<file path="src/design/sd_readout_pkg.sv">
package sd_readout_pkg;

    // ==================================================
    // Data path
    // ==================================================
    localparam int WORD_W = 16;

    // One SD data-in word, also one readout word
    typedef logic [WORD_W-1:0] word_t;

    // ==================================================
    // CMD6 status block geometry
    // ==================================================
    // 512-bit status block arrives as 32 words
    localparam int BLOCK_WORDS      = 32;
    localparam int ACCESS_MODE_WORD = 8;    // Zero-based word index
    localparam int ACCESS_MODE_LSB  = 8;    // Nibble position inside that word

    typedef logic [3:0] access_mode_t;

    // ==================================================
    // FIFO sizing
    // ==================================================
    localparam int FIFO_DEPTH_DEFAULT  = 64;

    // Burst length, doubles as the FIFO read threshold
    localparam int BURST_WORDS_DEFAULT = 16;

endpackage

</file>
<file path="src/design/msg_pkg.sv">
package msg_pkg;

    // ==================================================
    // Command opcodes
    // ==================================================
    // Codes 5 to 7 are undefined and get an error response
    typedef enum logic [2:0] {
        OP_NOP     = 3'd0,
        OP_ECHO    = 3'd1,
        OP_LED_SET = 3'd2,
        OP_STATUS  = 3'd3,
        OP_READOUT = 3'd4
    } opcode_t;

    // ==================================================
    // Message and response fields
    // ==================================================
    localparam int MSG_ARG_W = 24;
    localparam int RESP_W    = 32;
    localparam int LED_W     = 4;      // Low bits of the LEDSet argument

    // Completed CMD6 blocks, wraps
    localparam int BLOCK_CNT_W = 8;

    // ==================================================
    // Status response layout
    // ==================================================
    // [3:0]   access mode nibble
    // [11:4]  block count
    // [12+:n] FIFO level, width set by the FIFO depth
    // Bits above the level read as zero
    localparam int STATUS_MODE_LSB   = 0;
    localparam int STATUS_BLOCKS_LSB = 4;
    localparam int STATUS_LEVEL_LSB  = 12;

endpackage

</file>
<file path="src/design/dat_in_capture.sv">
module dat_in_capture (
    input  logic                             sd_datInWrite_clk,
    input  logic                             spi_rst_,
    input  logic                             dat_in_start,
    input  logic                             dat_in_trigger,
    input  sd_readout_pkg::word_t            dat_in_data,
    output logic                             dat_in_ready,
    input  logic                             full,
    output logic                             push,
    output sd_readout_pkg::word_t            push_data,
    output sd_readout_pkg::access_mode_t     access_mode,
    output logic [msg_pkg::BLOCK_CNT_W-1:0]  block_count
);
    localparam int IDX_W = $clog2(sd_readout_pkg::BLOCK_WORDS);

    typedef enum logic {
        CAP_IDLE,   // No block started since reset
        CAP_BLOCK
    } capture_state_t;

    capture_state_t   state;
    logic [IDX_W-1:0] word_idx;
    logic [IDX_W-1:0] cur_idx;
    logic             counting;

    // Source is held off only by a full FIFO
    assign dat_in_ready = !full;
    assign push         = dat_in_trigger && dat_in_ready;
    assign push_data    = dat_in_data;

    // A word accepted with the start pulse is word 0
    assign cur_idx  = dat_in_start ? '0 : word_idx;
    assign counting = dat_in_start || (state == CAP_BLOCK);

    always_ff @(posedge sd_datInWrite_clk or negedge spi_rst_) begin
        if (!spi_rst_) begin
            state       <= CAP_IDLE;
            word_idx    <= '0;
            access_mode <= '0;
            block_count <= '0;
        end else begin
            if (dat_in_start) begin
                state    <= CAP_BLOCK;
                word_idx <= '0;
            end
            if (push && counting) begin
                if (cur_idx == IDX_W'(sd_readout_pkg::ACCESS_MODE_WORD)) begin
                    access_mode <= dat_in_data[sd_readout_pkg::ACCESS_MODE_LSB +:
                                               $bits(sd_readout_pkg::access_mode_t)];
                end
                if (cur_idx == IDX_W'(sd_readout_pkg::BLOCK_WORDS - 1)) begin
                    block_count <= block_count + 1'b1;  // Wraps at 256
                    word_idx    <= '0;                  // Next block follows directly
                end else begin
                    word_idx <= cur_idx + 1'b1;
                end
            end
        end
    end

    // SD controller presents a clean word whenever it offers one
    a_dat_in_known: assert property (@(posedge sd_datInWrite_clk) disable iff (!spi_rst_)
        dat_in_trigger |-> !$isunknown(dat_in_data));

endmodule

</file>
<file path="src/design/readout_fifo.sv">
module readout_fifo #(
    parameter int FIFO_DEPTH  = sd_readout_pkg::FIFO_DEPTH_DEFAULT,
    parameter int BURST_WORDS = sd_readout_pkg::BURST_WORDS_DEFAULT
) (
    input  logic                              sd_datInWrite_clk,
    input  logic                              spi_rst_,
    input  logic                              push,
    input  sd_readout_pkg::word_t             push_data,
    input  logic                              pop,
    output sd_readout_pkg::word_t             pop_data,
    output logic                              full,
    output logic [$clog2(FIFO_DEPTH+1)-1:0]   level,
    output logic                              burst_ready
);
    localparam int LVL_W = $clog2(FIFO_DEPTH + 1);
    localparam int PTR_W = (FIFO_DEPTH > 1) ? $clog2(FIFO_DEPTH) : 1;

    sd_readout_pkg::word_t mem [FIFO_DEPTH];

    logic [PTR_W-1:0] wr_ptr;
    logic [PTR_W-1:0] rd_ptr;
    logic [PTR_W-1:0] wr_ptr_next;
    logic [PTR_W-1:0] rd_ptr_next;

    // ==================================================
    // Pointers and fill level
    // ==================================================
    // Explicit wrap, depth need not be a power of two
    assign wr_ptr_next = (wr_ptr == PTR_W'(FIFO_DEPTH - 1)) ? '0 : wr_ptr + 1'b1;
    assign rd_ptr_next = (rd_ptr == PTR_W'(FIFO_DEPTH - 1)) ? '0 : rd_ptr + 1'b1;

    always_ff @(posedge sd_datInWrite_clk or negedge spi_rst_) begin
        if (!spi_rst_) begin
            wr_ptr <= '0;
            rd_ptr <= '0;
            level  <= '0;
        end else begin
            if (push) begin
                wr_ptr <= wr_ptr_next;
            end
            if (pop) begin
                rd_ptr <= rd_ptr_next;
            end
            case ({push, pop})
                2'b10:   level <= level + 1'b1;
                2'b01:   level <= level - 1'b1;
                default: level <= level;    // Idle, or push and pop together
            endcase
        end
    end

    // ==================================================
    // Storage
    // ==================================================
    always_ff @(posedge sd_datInWrite_clk) begin
        if (push) begin
            mem[wr_ptr] <= push_data;
        end
    end

    assign pop_data = mem[rd_ptr];  // Head word, valid while level is nonzero

    assign full        = (level == LVL_W'(FIFO_DEPTH));
    assign burst_ready = (level >= LVL_W'(BURST_WORDS));    // A whole burst is stored

    // Producer must honour dat_in_ready
    a_no_push_full: assert property (@(posedge sd_datInWrite_clk) disable iff (!spi_rst_)
        push |-> !full);

    // Engine only pops inside a burst it saw as ready
    a_no_pop_empty: assert property (@(posedge sd_datInWrite_clk) disable iff (!spi_rst_)
        pop |-> (level != '0));

endmodule

</file>
<file path="src/design/readout_cmd_engine.sv">
module readout_cmd_engine #(
    parameter int FIFO_DEPTH  = sd_readout_pkg::FIFO_DEPTH_DEFAULT,
    parameter int BURST_WORDS = sd_readout_pkg::BURST_WORDS_DEFAULT
) (
    input  logic                              sd_datInWrite_clk,
    input  logic                              spi_rst_,
    input  logic                              msg_req,
    input  msg_pkg::opcode_t                  msg_op,
    input  logic [msg_pkg::MSG_ARG_W-1:0]     msg_arg,
    output logic                              msg_ack,
    output logic [msg_pkg::RESP_W-1:0]        resp,
    output logic                              resp_err,
    output logic [msg_pkg::LED_W-1:0]         led,
    input  sd_readout_pkg::access_mode_t      access_mode,
    input  logic [msg_pkg::BLOCK_CNT_W-1:0]   block_count,
    input  logic [$clog2(FIFO_DEPTH+1)-1:0]   level,
    input  logic                              burst_ready,
    input  sd_readout_pkg::word_t             pop_data,
    output logic                              pop,
    output logic                              out_req,
    output sd_readout_pkg::word_t             out_data,
    input  logic                              out_ack
);
    localparam int LVL_W = $clog2(FIFO_DEPTH + 1);
    localparam int CNT_W = $clog2(BURST_WORDS + 1);

    typedef enum logic [2:0] {
        IDLE,
        EXEC,
        ACK_HIGH,
        BURST_WAIT,
        WORD_REQ,
        WORD_ACK
    } engine_state_t;

    engine_state_t              state;
    logic                       req_q;
    logic [CNT_W-1:0]           word_cnt;
    logic                       burst_done;
    logic                       load_word;
    logic                       op_bad;
    logic [msg_pkg::RESP_W-1:0] status_word;
    logic [msg_pkg::RESP_W-1:0] resp_next;

    // ==================================================
    // Response decode
    // ==================================================
    always_comb begin
        status_word = '0;
        status_word[msg_pkg::STATUS_MODE_LSB +: $bits(access_mode)]     = access_mode;
        status_word[msg_pkg::STATUS_BLOCKS_LSB +: msg_pkg::BLOCK_CNT_W] = block_count;
        status_word[msg_pkg::STATUS_LEVEL_LSB +: LVL_W]                 = level;
    end

    always_comb begin
        resp_next = '0;
        op_bad    = 1'b0;
        case (msg_op)
            msg_pkg::OP_ECHO:   resp_next = msg_pkg::RESP_W'(msg_arg);   // Zero-extended
            msg_pkg::OP_STATUS: resp_next = status_word;
            msg_pkg::OP_NOP, msg_pkg::OP_LED_SET, msg_pkg::OP_READOUT: resp_next = '0;
            default:            op_bad = 1'b1;
        endcase
    end

    // Pop happens on the edge that sees the word acknowledged
    assign pop        = (state == WORD_REQ) && out_ack;
    assign burst_done = (word_cnt == CNT_W'(BURST_WORDS));
    assign load_word  = ((state == BURST_WAIT) && burst_ready) ||
                        ((state == WORD_ACK) && !out_ack && !burst_done);

    // ==================================================
    // Command FSM
    // ==================================================
    always_ff @(posedge sd_datInWrite_clk or negedge spi_rst_) begin
        if (!spi_rst_) begin
            state    <= IDLE;
            req_q    <= 1'b0;
            msg_ack  <= 1'b0;
            resp_err <= 1'b0;
            led      <= '0;
            out_req  <= 1'b0;
            word_cnt <= '0;
        end else begin
            req_q <= msg_req;   // Request is acted on one cycle after it is sampled
            case (state)
                IDLE: begin
                    if (req_q) state <= EXEC;
                end
                EXEC: begin
                    resp_err <= op_bad;
                    if (msg_op == msg_pkg::OP_LED_SET) begin
                        led <= msg_arg[msg_pkg::LED_W-1:0];
                    end
                    if (msg_op == msg_pkg::OP_READOUT) begin
                        word_cnt <= '0;
                        state    <= BURST_WAIT;
                    end else begin
                        msg_ack <= 1'b1;
                        state   <= ACK_HIGH;
                    end
                end
                ACK_HIGH: begin
                    if (!req_q) begin
                        msg_ack <= 1'b0;
                        state   <= IDLE;
                    end
                end
                BURST_WAIT: begin
                    if (burst_ready) begin
                        out_req <= 1'b1;
                        state   <= WORD_REQ;
                    end
                end
                WORD_REQ: begin
                    if (out_ack) begin
                        out_req  <= 1'b0;
                        word_cnt <= word_cnt + 1'b1;
                        state    <= WORD_ACK;
                    end
                end
                WORD_ACK: begin
                    // Next word only after out_ack drops
                    if (!out_ack && burst_done) begin
                        msg_ack <= 1'b1;    // Marks the end of the burst
                        state   <= ACK_HIGH;
                    end else if (!out_ack) begin
                        out_req <= 1'b1;
                        state   <= WORD_REQ;
                    end
                end
                default: state <= IDLE;
            endcase
        end
    end

    // Response and outgoing word
    always_ff @(posedge sd_datInWrite_clk) begin
        if (state == EXEC) begin
            resp <= resp_next;
        end
        if (load_word) begin
            out_data <= pop_data;
        end
    end

    // Opcode is held for the whole request phase
    a_msg_op_stable: assert property (@(posedge sd_datInWrite_clk) disable iff (!spi_rst_)
        msg_req |=> !msg_req || $stable(msg_op));

endmodule

</file>
<file path="src/design/sd_readout_top.sv">
module sd_readout_top #(
    parameter int FIFO_DEPTH  = sd_readout_pkg::FIFO_DEPTH_DEFAULT,
    parameter int BURST_WORDS = sd_readout_pkg::BURST_WORDS_DEFAULT
) (
    input  logic                              sd_datInWrite_clk,
    input  logic                              spi_rst_,
    // SD data-in
    input  logic                              dat_in_start,
    input  logic                              dat_in_trigger,
    input  sd_readout_pkg::word_t             dat_in_data,
    output logic                              dat_in_ready,
    // Message port
    input  logic                              msg_req,
    input  msg_pkg::opcode_t                  msg_op,
    input  logic [msg_pkg::MSG_ARG_W-1:0]     msg_arg,
    output logic                              msg_ack,
    output logic [msg_pkg::RESP_W-1:0]        resp,
    output logic                              resp_err,
    output logic [msg_pkg::LED_W-1:0]         led,
    // Readout port
    output logic                              out_req,
    output sd_readout_pkg::word_t             out_data,
    input  logic                              out_ack
);
    localparam int LVL_W = $clog2(FIFO_DEPTH + 1);

    logic                             push;
    sd_readout_pkg::word_t            push_data;
    logic                             full;
    logic                             pop;
    sd_readout_pkg::word_t            pop_data;
    logic [LVL_W-1:0]                 level;
    logic                             burst_ready;
    sd_readout_pkg::access_mode_t     access_mode;
    logic [msg_pkg::BLOCK_CNT_W-1:0]  block_count;

    // ==================================================
    // Producer, buffer, consumer
    // ==================================================
    dat_in_capture u_capture (
        .sd_datInWrite_clk (sd_datInWrite_clk),
        .spi_rst_          (spi_rst_),
        .dat_in_start      (dat_in_start),
        .dat_in_trigger    (dat_in_trigger),
        .dat_in_data       (dat_in_data),
        .dat_in_ready      (dat_in_ready),
        .full              (full),
        .push              (push),
        .push_data         (push_data),
        .access_mode       (access_mode),
        .block_count       (block_count)
    );

    readout_fifo #(
        .FIFO_DEPTH  (FIFO_DEPTH),
        .BURST_WORDS (BURST_WORDS)
    ) u_fifo (
        .sd_datInWrite_clk (sd_datInWrite_clk),
        .spi_rst_          (spi_rst_),
        .push              (push),
        .push_data         (push_data),
        .pop               (pop),
        .pop_data          (pop_data),
        .full              (full),
        .level             (level),
        .burst_ready       (burst_ready)
    );

    readout_cmd_engine #(
        .FIFO_DEPTH  (FIFO_DEPTH),
        .BURST_WORDS (BURST_WORDS)
    ) u_engine (
        .sd_datInWrite_clk (sd_datInWrite_clk),
        .spi_rst_          (spi_rst_),
        .msg_req           (msg_req),
        .msg_op            (msg_op),
        .msg_arg           (msg_arg),
        .msg_ack           (msg_ack),
        .resp              (resp),
        .resp_err          (resp_err),
        .led               (led),
        .access_mode       (access_mode),
        .block_count       (block_count),
        .level             (level),
        .burst_ready       (burst_ready),
        .pop_data          (pop_data),
        .pop               (pop),
        .out_req           (out_req),
        .out_data          (out_data),
        .out_ack           (out_ack)
    );

endmodule

</file>
<file path="config.mk">
export PLATFORM = sky130hd
export DESIGN_NAME = sd_readout_top
export DESIGN_NICKNAME = d
export VERILOG_FILES = /design/src/design/sd_readout_pkg.sv /design/src/design/msg_pkg.sv /design/src/design/dat_in_capture.sv /design/src/design/readout_fifo.sv /design/src/design/readout_cmd_engine.sv /design/src/design/sd_readout_top.sv
export SDC_FILE = /design/constraint.sdc
export NUM_CORES = 1
export LEC_CHECK = 0
export BUFFER_PORTS_ARGS = -buffer_cell sky130_fd_sc_hd__buf_4
export CORE_MARGIN = 2
export CORE_UTILIZATION = 57
export DETAILED_ROUTE_END_ITERATION = 8
export GPL_TIMING_DRIVEN = 0
export PLACE_DENSITY = 0.74
export SLEW_MARGIN = 20
export SYNTH_ARGS = -nofsm -noshare
export SYNTH_HDL_FRONTEND = slang
export SYNTH_SLANG_ARGS = --single-unit
</file>
<file path="constraint.sdc">
create_clock -name sd_datInWrite_clk -period 5.7 [get_ports sd_datInWrite_clk]
set_input_delay 1.14 -clock sd_datInWrite_clk [delete_from_list [all_inputs] [get_ports sd_datInWrite_clk]]
set_output_delay 1.14 -clock sd_datInWrite_clk [all_outputs]
set_load 0.005 [all_outputs]
</file>
### After elaboration in Yosys (flattened, before gate mapping)

Memories as Yosys holds them, arrays and structs flattened. A register that Yosys moved wholly into a read port is not among the register bits.
Cells that the tools add are included.

| operators by class | value |
|---|---|
| order comparisons | 1 |
| equality and inequality tests | 27 |
| add/subtract/negate cells | 7 |
| muxes and demuxes | 30 |
| reduce and logical (&&, ||, !) cells | 26 |

Operators with widths:

| operator | number |
|---|---|
| one-hot mux 24 bit (2 select lines) | 1 |
| 2-to-1 mux 5 bit | 5 |
| 2-to-1 mux 3 bit | 6 |
| one-hot mux 3 bit (6 select lines) | 1 |
| one-hot mux 7 bit (2 select lines) | 1 |
| adder 6 x 1 -> 6 bit, second input constant | 2 |
| == test 3 x 2 -> 1 bit, second input constant | 4 |
| == test 6 bit, second input constant | 2 |
| 2-to-1 mux 6 bit | 2 |
| != test 2 bit, second input constant | 6 |
| 2-to-1 mux 1 bit | 11 |
| adder 5 x 1 -> 5 bit, second input constant | 2 |
| == test 5 bit, second input constant | 2 |
| one-hot mux 5 bit (2 select lines) | 1 |
| AND reduction 5 bit | 2 |
| == test 3 bit, second input constant | 3 |
| adder 8 x 1 -> 8 bit, second input constant | 1 |
| adder 7 x 1 -> 7 bit, second input constant | 1 |
| == test 7 bit, second input constant | 1 |
| greater-or-equal comparator 7 x 5 -> 1 bit, second input constant | 1 |
| logical AND 1 bit | 7 |
| subtractor 7 x 1 -> 7 bit, second input constant | 1 |
| == test 3 x 1 -> 1 bit, second input constant | 2 |
| logical NOT 3 bit | 2 |
| other kinds (14) | 24 |

| word-level totals | value |
|---|---|
| bits in writable memories | 1024 |
| bits of input ports | 49 |
| memories kept | 1 |
| register bits | 85 |

Memories:

| name | depth | bits a word | read ports | clocked after memory_dff | write ports | RTL line | RTL |
|---|---|---|---|---|---|---|---|
| u_fifo.mem | 64 | 16 | 1 | 1 | 1 | readout_fifo.sv:18 | `sd_readout_pkg::word_t mem [FIFO_DEPTH];` |

### Logic depth before layout (Yosys ltp)

| logic depth | value |
|---|---|
| word-level depth | 5 |
| gate-level depth with buffers | 14 |
| mapped depth without buffers | 11 |

### Modules after synthesis

Synthesis repeated with hierarchy kept, for this count alone.

| unflattened totals | value |
|---|---|
| cells, all modules | 2197 |
| area, all modules | 44042.2 um^2 |

By module, submodules not included:

| module | cells an instance | sequential area each (um^2) | area an instance (um^2) | instances |
|---|---|---|---|---|
| readout_fifo | 1950 | 31224.9 | 40755.3 | 1 |
| readout_cmd_engine | 158 | 1601.5 | 2317.2 | 1 |
| dat_in_capture | 89 | 450.4 | 969.7 | 1 |

### Least setup slack after synthesis

OpenSTA, ideal clock, no wires.

| path | value |
|---|---|
| kind | input-to-reg |
| from | in out_ack |
| to | reg u_fifo.level[4] |
| required time | 5.621 ns |
| library setup time | 0.079 ns |
| setup slack | 2.057 ns |
| stages | 13 |
| arrival | 3.564 ns |
| path through | nor2b_1 -> nand2_1 -> inv_1 -> clkbuf_1 -> ha_1 -> clkbuf_1 -> xor2_1 -> ha_1 -> and3b_1 -> o21ai_0 -> a21oi_1 -> a211oi_1 -> xor2_1 |

| on the way | value |
|---|---|
| word-level cells in the longest chain between the ends | 3 |
| elaborated cells on any way between the ends | 5 |
| those cells by class | eq/ne: 2; mux: 1; reduce/logical: 2 |

Ends and longest elaborated chain:

| element | RTL line | RTL |
|---|---|---|
| from (decl) | sd_readout_top.sv:23 | `input logic out_ack` |
| logical AND 1 bit (*) | readout_cmd_engine.sv:67 | `assign pop = (state == WORD_REQ) && out_ack;` |
| via pop | sd_readout_top.sv:30 | `logic pop;` |
| == test 2 x 1 -> 1 bit or == test 2 bit (tied branches) | readout_fifo.sv:44 | `case ({push, pop})` |
| one-hot mux 7 bit (2 select lines) or nonzero test 2 bit (tied branches) | -- |  |
| to (signal assigned) | readout_fifo.sv:45 | `2'b10: level <= level + 1'b1;` |
| to (signal assigned) | readout_fifo.sv:46 | `2'b01: level <= level - 1'b1;` |
| to (signal assigned) | readout_fifo.sv:47 | `default: level <= level;` |
| to (decl) | readout_fifo.sv:12 | `output logic [$clog2(FIFO_DEPTH+1)-1:0] level,` |

Mark *: on every way through the listed nets, which the timed path passes. The rest lies on a longest branch.
A chain may end at the register's enable or synchronous reset.

### Worst setup path after layout

| path | value |
|---|---|
| from | reg u_engine.state[0] |
| to | reg u_fifo.level[4] |

| on the way | value |
|---|---|
| word-level cells in the longest chain between the ends | 4 |
| elaborated cells on any way between the ends | 6 |
| those cells by class | eq/ne: 3; mux: 1; reduce/logical: 2 |

Ends and longest elaborated chain:

| element | RTL line | RTL |
|---|---|---|
| from (decl) | readout_cmd_engine.sv:36 | `engine_state_t state;` |
| from (signal assigned) | readout_cmd_engine.sv:77 | `state <= IDLE;` |
| from (signal assigned) | readout_cmd_engine.sv:88 | `if (req_q) state <= EXEC;` |
| from (signal assigned) | readout_cmd_engine.sv:97 | `state <= BURST_WAIT;` |
| == test 3 bit (*) | readout_cmd_engine.sv:67 |  |
| logical AND 1 bit (*) | readout_cmd_engine.sv:67 |  |
| via pop | sd_readout_top.sv:30 |  |
| == test 2 x 1 -> 1 bit or == test 2 bit (tied branches) | readout_fifo.sv:44 |  |
| one-hot mux 7 bit (2 select lines) or nonzero test 2 bit (tied branches) | -- |  |

Marks and branches as above.

==> run_results.csv <==
group,metric,value,unit
status,status,"finished, final reports clean",
yosys,syn_area,43800,sq um
die,num_io_pins,105,
yosys,async_reset_ff_frac,0.04745,
power,p_per_area,418.5,nW/um^2
timing,finalCriticalPeriod,4.289,ns
timing,hold_violations,0,
route,vias_per_cell,6.486,
yosys,synth_top_area_cell,"edfxtp_1",
timing,fin_hold_ws,0.4836,ns
worst_setup_path,path_class,"register to register",
clocking,tritoncts,"yes",
worst_setup_path,worst-path-max-fanout,11,
route,wl,106800,microns
worst_setup_path,start_kind,"register",
yosys,synth_edf_count,1064,
route,vias,23090,
clocking,postCtsHoldBufs,0,
die,die_h,281.2,microns
global_routing,antenna_found_initial,1,
timing,worst_pin_slew,1.102,ns
die,start_util,0.5767,
finish,antenna_cells_inserted,0,
timing,slew_violations,0,
clocking,clk_pin_slew,0.06,ns
timing,slew_headroom,0.2601,
global_routing,grt_pass1_vias,22910,
power,leakage,0.01612,uW
yosys,yosysWarnings,0,
job,drv_cap,0,
power,p_clk_frac,0.338,
clocking,clock-sinks,1117,
yosys,synth_area_leaders,"edfxtp_1 73%, mux4_2 11%, dfrtp_1 3.0%, mux2i_1 2.8%, mux2_2 0.77%",
global_routing,grt.total_usage,0.2720,
global_routing,grt_max_degree,66,
worst_setup_path,cp_top_family,"buffers and inverters",
clocking,cts_resized,0,
die,core-area,75950,sq um
timing,rsz0062_at_grt,"no",
power,ir_worst_vdd,0.3045,mV
route,wl_per_cell,30.00,microns
worst_setup_path,cp.arrival,4.89,ns
route,antenna_left,0,
yosys,synthCells,2166,
yosys,synth_top_area_share,0.7294,
die,fp.dieArea,79080,sq um
place,hpwl,67930,microns
worst_setup_path,cp_slowest_stage_delay,0.65,ns
worst_setup_path,crit_chain,"clkbuf_1, nor2b_1, nand2_1, inv_1, clkbuf_1, ha_1, clkbuf_1, xor2_1, ha_1, and3b_1, o21ai_0, a21oi_1, a211oi_1, xor2_1",
place,io_buffer_count,96,
die,num_rows,101,
route,drt_first_pass_iters,6,
timing,max_freq,0.2332,GHz
clocking,clk_latency,0.68,ns
clocking,cts_buffers,109,
yosys,synth_ff_type,"edfxtp_1",
power,swShare,0.2729,
finish,drive_gt1_frac,0.2783,
clocking,cts_max_path_buffers,3,
worst_setup_path,crit_path_end_kind,"register",
route,drc_errors,0,
yosys,ys_seq_area_frac,0.7597,
yosys,synth_cell_types,69,
power,intPower,15300,uW
timing,setup_viol,0,
die,die_width,281.2,microns
finish,nNetsFinal,2496,
yosys,synth_seq_cells,1117,
timing,finClkSkew,0.03089,ns
clocking,root_buffer,"clkbuf_16",
worst_setup_path,required,6.30,ns
hold_path,hold_path.class,"register to register",
power,seqPwrFrac,0.454,
yosys,synth_common_cells,"1064 x edfxtp_1, 210 x mux4_2, 121 x mux2i_1, 89 x nor2_1, 66 x nand2_1",
clocking,post_cts_buffers,0,
yosys,post-synth-top-count-cell,"edfxtp_1",
power,pwr-share-comb,0.208,
route,drt_iter0_drc,3418,
place,gp_congestion,1.030,
yosys,syn_avg_cell_area,20.22,sq um
global_routing,overflow,0,
worst_setup_path,slowest_stage,"clkbuf_1",
timing,fin_crit_sh,0.7525,
finish,syn2layout_area_growth,14.81,%
power,power_switching,5742,uW
finish,utilization,0.6621,
worst_setup_path,cpMostUsedCell,"clkbuf_1",
timing,tns,0,ns
finish,fill_cells,4782,
worst_setup_path,path_buf_inv,4,
clocking,h-tree-depth,3,
global_routing,grt_first_pass_wirelength,153000,microns
-- flip-flops by register name, summed over array words and instances (netlist names) --
signal	cells
u_fifo.rd_ptr	6
u_engine.msg_ack	1
u_engine.out_data	16
u_fifo.level	7
u_engine.resp	24
u_engine.req_q	1
u_engine.resp_err	1
u_engine.state	3
u_engine.led	4
u_capture.word_idx	5
u_engine.out_req	1
u_fifo.mem	1024
u_engine.word_cnt	5
u_fifo.wr_ptr	6
u_capture.access_mode	4
u_capture.state	1
u_capture.block_count	8
-- cell usage in the layout (no fill, tap or decap), drive strengths merged, types with 5 or more instances in the layout --
cell and count:
a22oi 14, clkbuf 200, o21ai 22, a211o 17, o22ai 24, conb 8, o211ai 11, nand2 67
mux2 30, buf 230, o221ai 12, clkinv 39, dfrtp 53, a21oi 59, nand4 6, xnor2 13
ha 11, inv 13, a211oi 19, mux4 212, nor2 89, a221oi 12, mux2i 121, a31o 10
xor2 11, clkinvlp 7, a311oi 7, a22o 21, nand3b 7, nand2b 6, nor2b 27, nand3 18
bufinv 9, o31ai 5, and2 8, edfxtp 1064
-- metrics by stage --
stage	std cells	setup slack (ns)	power [uW]	cell area [sq um]
detailed placement	3355	0.8369	14040	46730
floorplan	2173	2.057	12400	43830
global placement	3299	0.9889	13820	45840
CTS	3560	1.520	21060	50280
global route	3560	1.132	21620	50290
finish	3560	1.411	21040	50290
-- worst reg2reg max path, delay by kind of cell, from the launching register on --
family,cells,cell delay (ns)
buf+inv,4,1.60
xor+xnor,2,0.29
compound gates,3,0.67
flops,1,0.36
fa+ha+maj,2,0.57
simple gates,3,0.73
-- power groups by stage --
stage	combinational (uW)	clock, uW	sequential [uW]
floorplan	2700	0	9700
global placement	4100	0	9710
detailed placement	4310	0	9730
CTS	4340	7160	9560
global route	4570	7470	9590
finish	4380	7100	9560
-- cell families (layout without fill, tap and decap cells) --
logic type | Yosys count | count (layout) | synth area share
AND/OR/NAND/NOR | 252 | 252 | 0.02791
multiplexers | 363 | 363 | 0.1445
buffers and inverters | 141 | 498 | 0.01754
XOR/XNOR | 24 | 24 | 0.004799
flip-flops | 1117 | 1117 | 0.7597
AO/OA/AOI/OAI | 257 | 257 | 0.04228
adder cells (fa/ha/maj) | 11 | 11 | 0.003142
other | 1 | 8 | 0.00008561
-- metal layers --
layer / vias up / GRT usage / wire length (microns)
met2: 1519 / 0.4273 / 50630
li1: 9464 / - / -
met1: 11880 / 0.3836 / 40640
met3: 229 / 0.04481 / 11110
met4: 0 / 0.1161 / 4418
met5: - / 0 / 0
-- cell type report --
type                       count  area (sq um)  area share
buffer                       131         730.7     0.01453
sequential                  1117         33280      0.6617
tap                         1030          1289     0.02563
clock inverter                58         580.6     0.01154
inverter                      10         37.54   0.0007464
clock buffer                 147          2974     0.05914
timing repair buffer         152          1445     0.02874
multi-input combinational    915          9955      0.1980
-- final timing paths --
kind,from,endpoint,slack [ns],depth (start not counted)
max,u_engine.state[0],u_fifo.level[4],1.41,14
min,u_capture.block_count[7],u_capture.block_count[7],0.48,1
max reg2reg,u_engine.state[0],u_fifo.level[4],1.41,14
min reg2reg,u_capture.block_count[7],u_capture.block_count[7],0.48,1
max in group asynchronous,spi_rst_,u_engine.req_q,4.70,1
min in group asynchronous,spi_rst_,u_capture.state,0.51,1
No activity file was read; power rests on OpenSTA's default activity.
